==> src/hdl/ascon_defines.svh <==
`ifndef ASCON_DEFINES_SVH
`define ASCON_DEFINES_SVH

//////////////////////////////////////////////////
// State geometry
//////////////////////////////////////////////////

// Width of one state lane in bits
`define ASCON_LANE_W 64

// Lanes x0 to x4
`define ASCON_LANES 5

//////////////////////////////////////////////////
// Permutation schedule
//////////////////////////////////////////////////

// Rounds of initialization and finalization
`define ASCON_PA_ROUNDS 12

// Rounds after associated data and after plaintext
`define ASCON_PB_ROUNDS 8

// Ascon-128a initialization vector, loaded into x0
`define ASCON_IV 64'h80800c0800000000

`endif

==> src/hdl/ascon_pkg.sv <==
`include "ascon_defines.svh"

package ascon_pkg;

    //////////////////////////////////////////////////
    // Vector types
    //////////////////////////////////////////////////

    // One state lane
    typedef logic [`ASCON_LANE_W-1:0] lane_t;

    // Key, nonce, data, ciphertext or tag, two lanes wide
    typedef logic [2*`ASCON_LANE_W-1:0] block_t;

    // One bit column across all lanes, bit i taken from lane xi
    typedef logic [`ASCON_LANES-1:0] slice_t;

    // Round index within a 12-round schedule
    typedef logic [3:0] round_idx_t;

    //////////////////////////////////////////////////
    // Sequencer phases
    //////////////////////////////////////////////////

    typedef enum logic [2:0]
    {
        IDLE,
        INIT,
        ASSOC,
        TEXT,
        FINAL
    } phase_t;

endpackage

==> src/hdl/ascon_sbox_column.sv <==
`timescale 1ns/1ps

module ascon_sbox_column
(
    input  ascon_pkg::slice_t col_in,
    output ascon_pkg::slice_t col_out
);

    ascon_pkg::slice_t mix;
    ascon_pkg::slice_t chi;

    // Input xor mix
    assign mix[0] = col_in[0] ^ col_in[4];
    assign mix[1] = col_in[1];
    assign mix[2] = col_in[1] ^ col_in[2];
    assign mix[3] = col_in[3];
    assign mix[4] = col_in[3] ^ col_in[4];

    // Nonlinear step, each bit against its two upper neighbours
    always_comb
    begin
        for (int i = 0; i < 5; i++)
        begin
            chi[i] = mix[i] ^ (~mix[(i + 1) % 5] & mix[(i + 2) % 5]);
        end
    end

    // Output xor mix
    assign col_out[0] = chi[0] ^ chi[4];
    assign col_out[1] = chi[1] ^ chi[0];
    assign col_out[2] = ~chi[2];
    assign col_out[3] = chi[3] ^ chi[2];
    assign col_out[4] = chi[4];

endmodule

==> src/hdl/ascon_linear_layer.sv <==
`timescale 1ns/1ps

module ascon_linear_layer
(
    input  ascon_pkg::lane_t s0,
    input  ascon_pkg::lane_t s1,
    input  ascon_pkg::lane_t s2,
    input  ascon_pkg::lane_t s3,
    input  ascon_pkg::lane_t s4,
    output ascon_pkg::lane_t x0,
    output ascon_pkg::lane_t x1,
    output ascon_pkg::lane_t x2,
    output ascon_pkg::lane_t x3,
    output ascon_pkg::lane_t x4
);

    // Right rotation of one lane
    function automatic ascon_pkg::lane_t rotr
    (
        input ascon_pkg::lane_t v,
        input int               n
    );
        return (v >> n) | (v << ($bits(v) - n));
    endfunction

    // Lane xored with two rotations of itself
    function automatic ascon_pkg::lane_t diffuse
    (
        input ascon_pkg::lane_t v,
        input int               a,
        input int               b
    );
        return v ^ rotr(v, a) ^ rotr(v, b);
    endfunction

    //////////////////////////////////////////////////
    // Per-lane diffusion
    //////////////////////////////////////////////////

    assign x0 = diffuse(s0, 19, 28);
    assign x1 = diffuse(s1, 61, 39);
    assign x2 = diffuse(s2, 1, 6);
    assign x3 = diffuse(s3, 10, 17);
    assign x4 = diffuse(s4, 7, 41);

endmodule

==> src/hdl/ascon_sequencer.sv <==
`timescale 1ns/1ps
`include "ascon_defines.svh"

module ascon_sequencer
(
    input  logic                clk,
    input  logic                reset,
    input  logic                start,
    input  ascon_pkg::block_t   key,
    input  ascon_pkg::block_t   nonce,
    input  ascon_pkg::block_t   ad,
    input  ascon_pkg::block_t   pt,
    input  ascon_pkg::lane_t    lin_x0,
    input  ascon_pkg::lane_t    lin_x1,
    input  ascon_pkg::lane_t    lin_x2,
    input  ascon_pkg::lane_t    lin_x3,
    input  ascon_pkg::lane_t    lin_x4,
    output ascon_pkg::lane_t    sbox_x0,
    output ascon_pkg::lane_t    sbox_x1,
    output ascon_pkg::lane_t    sbox_x2,
    output ascon_pkg::lane_t    sbox_x3,
    output ascon_pkg::lane_t    sbox_x4,
    output ascon_pkg::block_t   c,
    output ascon_pkg::block_t   t,
    output logic                busy,
    output logic                done
);

    // Every phase ends on round 11; 8-round phases start at round 4
    localparam ascon_pkg::round_idx_t LAST_ROUND =
        ascon_pkg::round_idx_t'(`ASCON_PA_ROUNDS - 1);
    localparam ascon_pkg::round_idx_t PB_FIRST =
        ascon_pkg::round_idx_t'(`ASCON_PA_ROUNDS - `ASCON_PB_ROUNDS);

    ascon_pkg::phase_t     phase;
    ascon_pkg::round_idx_t round;

    ascon_pkg::lane_t  st  [0:`ASCON_LANES-1];
    ascon_pkg::lane_t  rnd [0:`ASCON_LANES-1];
    ascon_pkg::lane_t  nxt [0:`ASCON_LANES-1];

    ascon_pkg::block_t key_q;
    ascon_pkg::block_t ad_q;
    ascon_pkg::block_t pt_q;
    ascon_pkg::block_t ct_q;

    ascon_pkg::lane_t  khi;
    ascon_pkg::lane_t  klo;
    ascon_pkg::lane_t  ahi;
    ascon_pkg::lane_t  alo;
    ascon_pkg::lane_t  phi;
    ascon_pkg::lane_t  plo;

    logic [7:0]        rc;
    logic              accept;
    logic              last_round;

    assign accept     = start && (phase == ascon_pkg::IDLE);
    assign last_round = (round == LAST_ROUND);
    assign busy       = (phase != ascon_pkg::IDLE);

    assign {khi, klo} = key_q;
    assign {ahi, alo} = ad_q;
    assign {phi, plo} = pt_q;

    //////////////////////////////////////////////////
    // Round constant into the S-box feed
    //////////////////////////////////////////////////

    // High nibble counts down as the low nibble counts up
    assign rc = {4'hf - round, round};

    assign sbox_x0 = st[0];
    assign sbox_x1 = st[1];
    assign sbox_x2 = st[2] ^ {{(`ASCON_LANE_W-8){1'b0}}, rc};
    assign sbox_x3 = st[3];
    assign sbox_x4 = st[4];

    //////////////////////////////////////////////////
    // Round result and phase-boundary injections
    //////////////////////////////////////////////////

    assign rnd[0] = lin_x0;
    assign rnd[1] = lin_x1;
    assign rnd[2] = lin_x2;
    assign rnd[3] = lin_x3;
    assign rnd[4] = lin_x4;

    always_comb
    begin
        nxt = rnd;
        if (last_round)
        begin
            case (phase)
                ascon_pkg::INIT:
                begin
                    // Key mix, then absorb the associated data block
                    nxt[3] = rnd[3] ^ khi;
                    nxt[4] = rnd[4] ^ klo;
                    nxt[0] = rnd[0] ^ ahi;
                    nxt[1] = rnd[1] ^ alo;
                end
                ascon_pkg::ASSOC:
                begin
                    // Domain separation, then plaintext in the rate
                    nxt[4] = rnd[4] ^ `ASCON_LANE_W'(1);
                    nxt[0] = rnd[0] ^ phi;
                    nxt[1] = rnd[1] ^ plo;
                end
                ascon_pkg::TEXT:
                begin
                    nxt[2] = rnd[2] ^ khi;
                    nxt[3] = rnd[3] ^ klo;
                end
                default:
                begin
                    nxt = rnd;
                end
            endcase
        end
    end

    // State lanes and latched blocks
    always_ff @(posedge clk)
    begin
        if (accept)
        begin
            key_q       <= key;
            ad_q        <= ad;
            pt_q        <= pt;
            st[0]       <= `ASCON_IV;
            {st[1], st[2]} <= key;
            {st[3], st[4]} <= nonce;
        end
        else if (busy)
        begin
            st <= nxt;
            if ((phase == ascon_pkg::ASSOC) && last_round)
            begin
                ct_q <= {nxt[0], nxt[1]};
            end
        end
    end

    //////////////////////////////////////////////////
    // Phase machine and results
    //////////////////////////////////////////////////

    always_ff @(posedge clk)
    begin
        if (reset)
        begin
            phase <= ascon_pkg::IDLE;
            round <= '0;
            done  <= 1'b0;
            c     <= '0;
            t     <= '0;
        end
        else
        begin
            done <= 1'b0;
            if (busy && !last_round)
            begin
                round <= round + 1'b1;
            end
            case (phase)
                ascon_pkg::IDLE:
                begin
                    if (start)
                    begin
                        phase <= ascon_pkg::INIT;
                        round <= '0;
                    end
                end
                ascon_pkg::INIT:
                begin
                    if (last_round)
                    begin
                        phase <= ascon_pkg::ASSOC;
                        round <= PB_FIRST;
                    end
                end
                ascon_pkg::ASSOC:
                begin
                    if (last_round)
                    begin
                        phase <= ascon_pkg::TEXT;
                        round <= PB_FIRST;
                    end
                end
                ascon_pkg::TEXT:
                begin
                    if (last_round)
                    begin
                        phase <= ascon_pkg::FINAL;
                        round <= '0;
                    end
                end
                ascon_pkg::FINAL:
                begin
                    if (last_round)
                    begin
                        phase <= ascon_pkg::IDLE;
                        round <= '0;
                        done  <= 1'b1;
                        c     <= ct_q;
                        t     <= {rnd[3], rnd[4]} ^ key_q;
                    end
                end
                default:
                begin
                    phase <= ascon_pkg::IDLE;
                end
            endcase
        end
    end

endmodule

==> src/hdl/ascon_encrypt_1block.sv <==
`timescale 1ns/1ps
`include "ascon_defines.svh"

module ascon_encrypt_1block
(
    input  logic              clk,
    input  logic              reset,
    input  logic              start,
    input  ascon_pkg::block_t key,
    input  ascon_pkg::block_t nonce,
    input  ascon_pkg::block_t ad,
    input  ascon_pkg::block_t pt,
    output ascon_pkg::block_t c,
    output ascon_pkg::block_t t,
    output logic              busy,
    output logic              done
);

    wire ascon_pkg::lane_t sbox_x0, sbox_x1, sbox_x2, sbox_x3, sbox_x4;
    wire ascon_pkg::lane_t sub_x0, sub_x1, sub_x2, sub_x3, sub_x4;
    wire ascon_pkg::lane_t lin_x0, lin_x1, lin_x2, lin_x3, lin_x4;

    ascon_sequencer u_sequencer
    (
        .clk     (clk),
        .reset   (reset),
        .start   (start),
        .key     (key),
        .nonce   (nonce),
        .ad      (ad),
        .pt      (pt),
        .lin_x0  (lin_x0),
        .lin_x1  (lin_x1),
        .lin_x2  (lin_x2),
        .lin_x3  (lin_x3),
        .lin_x4  (lin_x4),
        .sbox_x0 (sbox_x0),
        .sbox_x1 (sbox_x1),
        .sbox_x2 (sbox_x2),
        .sbox_x3 (sbox_x3),
        .sbox_x4 (sbox_x4),
        .c       (c),
        .t       (t),
        .busy    (busy),
        .done    (done)
    );

    //////////////////////////////////////////////////
    // Substitution layer, one S-box per bit column
    //////////////////////////////////////////////////

    for (genvar b = 0; b < `ASCON_LANE_W; b++)
    begin : g_col
        wire ascon_pkg::slice_t col_in;
        wire ascon_pkg::slice_t col_out;

        // Bit i of the column comes from lane xi
        assign col_in = {sbox_x4[b], sbox_x3[b], sbox_x2[b], sbox_x1[b], sbox_x0[b]};

        ascon_sbox_column u_sbox
        (
            .col_in  (col_in),
            .col_out (col_out)
        );

        assign sub_x0[b] = col_out[0];
        assign sub_x1[b] = col_out[1];
        assign sub_x2[b] = col_out[2];
        assign sub_x3[b] = col_out[3];
        assign sub_x4[b] = col_out[4];
    end

    ascon_linear_layer u_linear
    (
        .s0 (sub_x0),
        .s1 (sub_x1),
        .s2 (sub_x2),
        .s3 (sub_x3),
        .s4 (sub_x4),
        .x0 (lin_x0),
        .x1 (lin_x1),
        .x2 (lin_x2),
        .x3 (lin_x3),
        .x4 (lin_x4)
    );

endmodule

==> config.mk <==
export PLATFORM = sky130hd
export DESIGN_NAME = ascon_encrypt_1block
export DESIGN_NICKNAME = d
export VERILOG_FILES = /design/src/hdl/ascon_pkg.sv /design/src/hdl/ascon_sbox_column.sv /design/src/hdl/ascon_linear_layer.sv /design/src/hdl/ascon_sequencer.sv /design/src/hdl/ascon_encrypt_1block.sv
export VERILOG_INCLUDE_DIRS = /design/src /design/src/hdl
export SDC_FILE = /design/constraint.sdc
export NUM_CORES = 2
export LEC_CHECK = 0
export BUFFER_PORTS_ARGS = -buffer_cell sky130_fd_sc_hd__buf_2
export CAP_MARGIN = 10
export CORE_MARGIN = 8
export CORE_UTILIZATION = 59
export DETAILED_ROUTE_END_ITERATION = 16
export GPL_ROUTABILITY_DRIVEN = 0
export HOLD_SLACK_MARGIN = 0.12
export PLACE_DENSITY = 0.77
export SYNTH_ARGS = -nofsm -noshare
export SYNTH_HDL_FRONTEND = slang
export SYNTH_SLANG_ARGS = --single-unit
==> constraint.sdc <==
create_clock -name clk -period 21.7 [get_ports clk]
set_input_delay 5.425 -clock clk [delete_from_list [all_inputs] [get_ports clk]]
set_output_delay 5.425 -clock clk [all_outputs]
set_load 0.01 [all_outputs]
==> results.md <==
* Outcome: finished, violations left
* Nets at 6614
* Clock skew at 0.0371 ns
* Area Overhead vs Synth at 15.7%
* Area contributors post-synth: edfxtp_1, xnor2_1, dfxtp_1
* # DRC at 0
* Min-delay worst type: reg2reg
* Vias in the first global route at 44000
* Layout cells sized above 1 at 0.189
* Boundary pin count at 773
* Count of state elements after synthesis at 1096
* Clock Path Buffers at 3
* Hold Path Depth at 2
* Max-cap viol count at 1
* Die ar. at 0.111 sq mm
* Initial Util at 0.595
* Worst reg2reg startpoint: u_sequencer.phase[2]
* WL per Instance at 31.2 um
* R2R depth at 7
* Critical Path RT at 22.15 ns
* CP arrival at 8.98 ns
* Register area share after synthesis at 0.499
* Placed wire-length estimate at 181000 um
* Mapped Area at 0.0594 sq mm
* Final Slew Violations at 4
* Crit Path Class: in2reg
* Via count at 45900
* Worst hold slack at 0.449 ns
* GRT overflow at 0
* Tot GR Track Use at 0.400
* R2R Path End: u_sequencer.st[136]
* Tightest Pin Transition at 1.51 ns
* Routed WL at 231000 um
* H-tree depth at 3
* TritonRoute pass-1 iters at 6
* Count leader, synth: xnor2_1
* Hold Buf Count CTS at 0
* Share of the synthesized area in the top cell type at 0.388
* Tmin final at 8.53 ns
* Clock Sinks at 1096
* Final setup violating endpoints at 0
* Die height at 333 um
* Warnings, synthesis at 0
* Setup repair after global routing missed its margin: no
* Port Buffers at 772
* Crit-path max cell delay at 0.94 ns
* Core Region at 0.0999 sq mm
* Final worst-path cycle share at 0.393
* Critical Path Fanout Max at 139
* Register Area at 0.0296 sq mm
* Fraction of registers with async set/reset at 0
* DRT iter0 DRCs at 6572
* Failing checks: capacitance limit, slew limit
* Ys flop type: edfxtp_1
* Post-CTS setup buffer count at 0
* Clk_lat worst skew at 0.77 ns
* Layout fillers at 7512
* Setup crit end kind: register
* Worst R2R Setup Slack at 16.71 ns
* Fmax at 117 MHz
* Vias/cell at 6.19
* Setup TNS Final at 0 ns
* Post-Synthesis Cells at 5247
* Mapped Nets at 5891
* CTS tree: yes
* First-pass GRT wire length at 317000 um
* Slew HR at -0.0143
* Worst Hold Endpoint: u_sequencer.c[62]
* Num rows at 116
* Pre-CTS setup slack at 12.52 ns
* Die Width at 333 um
* Hold Startpoint: u_sequencer.c[62]
* Initial antenna violation count at 51
* Multi-input combinational cell area at 0.0281 sq mm
* Reg clk slew, reported paths at 0.06 ns
* Synth area leader: edfxtp_1
* CTS Buf Count at 115
* Startpoint Class: input pin
* Clock Root Buffer: clkbuf_16
* Post-synth EDFFs at 768
* Post-synth top cells: xnor2_1, nand2_1, edfxtp_1, dfxtp_1, o21ai_0
* Post-cts resize count at 0
* Final Worst Setup Slack at 13.17 ns
* CP Cell Sequence: buf_2 > nand2_4 > inv_8 > buf_4 > buf_4 > o21ai_0
* Hold Vio Cnt, Final at 0
* CP dominant cell by count: buf_4
* Syn Area/Cell at 11.3 sq um
* Largest net degree at the start of global routing at 265
* Post-synthesis cell type count at 47
* Crit-path slowest cell: buf_4
* Post-DRT Antenna Nets at 0
how the worst max path moves through the flow:
stage | from | to | slack [ns] | cells past startpoint
after detailed placement | start | u_sequencer.st[136] | 12.52 | 6
after floorplan | start | u_sequencer.ad_q[0] | 4.36 | 5
final | start | u_sequencer.st[136] | 13.17 | 6
after global placement | start | u_sequencer.sbox_x3[9] | 12.63 | 6
after CTS | start | u_sequencer.st[136] | 13.28 | 6
after global routing | start | u_sequencer.st[141] | 12.97 | 6
final cells by class:
type,count,share of cell area
clock inverters,53,0.00900
clock buffers,167,0.0498
diodes,35,0.00128
well taps,1298,0.0236
flip-flops and latches,1096,0.431
inverters,197,0.0111
multi-input cells,3710,0.409
repair buffers,850,0.0652
layout by cell type, fill, tap and decap left out, types with 63 or more instances in the layout:
cell type	instances
dfxtp_1	328
o221ai_1	63
xnor3_1	128
a21oi_1	188
inv_1	192
nor2_1	182
edfxtp_1	768
buf_2	771
mux2i_1	134
o21ai_0	301
xnor2_1	993
clkbuf_16	120
nand2_1	809
xor2_1	287
mux2_2	64
ha_1	129
buf_4	76
cell families (layout without fill, tap and decap cells):
kind of cell	after synthesis	count (layout)	synth area share
AO/OA/AOI/OAI	700	700	0.0712
XOR/XNOR	1421	1421	0.241
adder cells (fa/ha/maj)	193	193	0.0383
buffers and inverters	441	1267	0.0295
flip-flops	1096	1096	0.499
multiplexers	198	198	0.0347
other	0	35	0
AND/OR/NAND/NOR	1198	1198	0.0864
stage by stage:
stage	instances	cell area (sq um)	utilization
2_1_floorplan	5247	59400	-
4_1_cts	7369	68600	0.687
3_5_place_dp	7149	64500	0.646
5_1_grt	7387	68600	0.687
6_report	7406	68700	0.688
3_3_place_gp	7149	64500	0.646
sequential cells by signal, summed over array words and instances (netlist names):
| signal | flops |
|---|---|
| u_sequencer.done | 1 |
| u_sequencer.ad_q | 128 |
| u_sequencer.sbox_x3 | 64 |
| u_sequencer.sbox_x4 | 64 |
| u_sequencer.key_q | 128 |
| u_sequencer.pt_q | 128 |
| u_sequencer.t | 128 |
| u_sequencer.ct_q | 128 |
| u_sequencer.sbox_x0 | 64 |
| u_sequencer.round | 4 |
| u_sequencer.phase | 3 |
| u_sequencer.st | 64 |
| u_sequencer.sbox_x1 | 64 |
| u_sequencer.c | 128 |
worst max-delay path, delay by kind of cell:
family / cells / cell delay [ns]
AO/OA/AOI/OAI: 1 / 0.26
AND/OR/NAND/NOR: 1 / 0.35
buffers and inverters: 4 / 2.82
per-layer routing:
metal | wire (um) | track usage | share of wire | vias up
met1 | 77200 | 0.465 | 0.33 | 22000
met5 | 187 | 0 | 0.00081 | -
met4 | 20600 | 0.285 | 0.089 | 28
met2 | 97200 | 0.585 | 0.42 | 3374
met3 | 35800 | 0.181 | 0.15 | 844
li1 | - | - | - | 19600
Power is left out: the tool's default activity adds up to more than one toggle a clock period on the data nets, which glitch-free logic cannot reach.
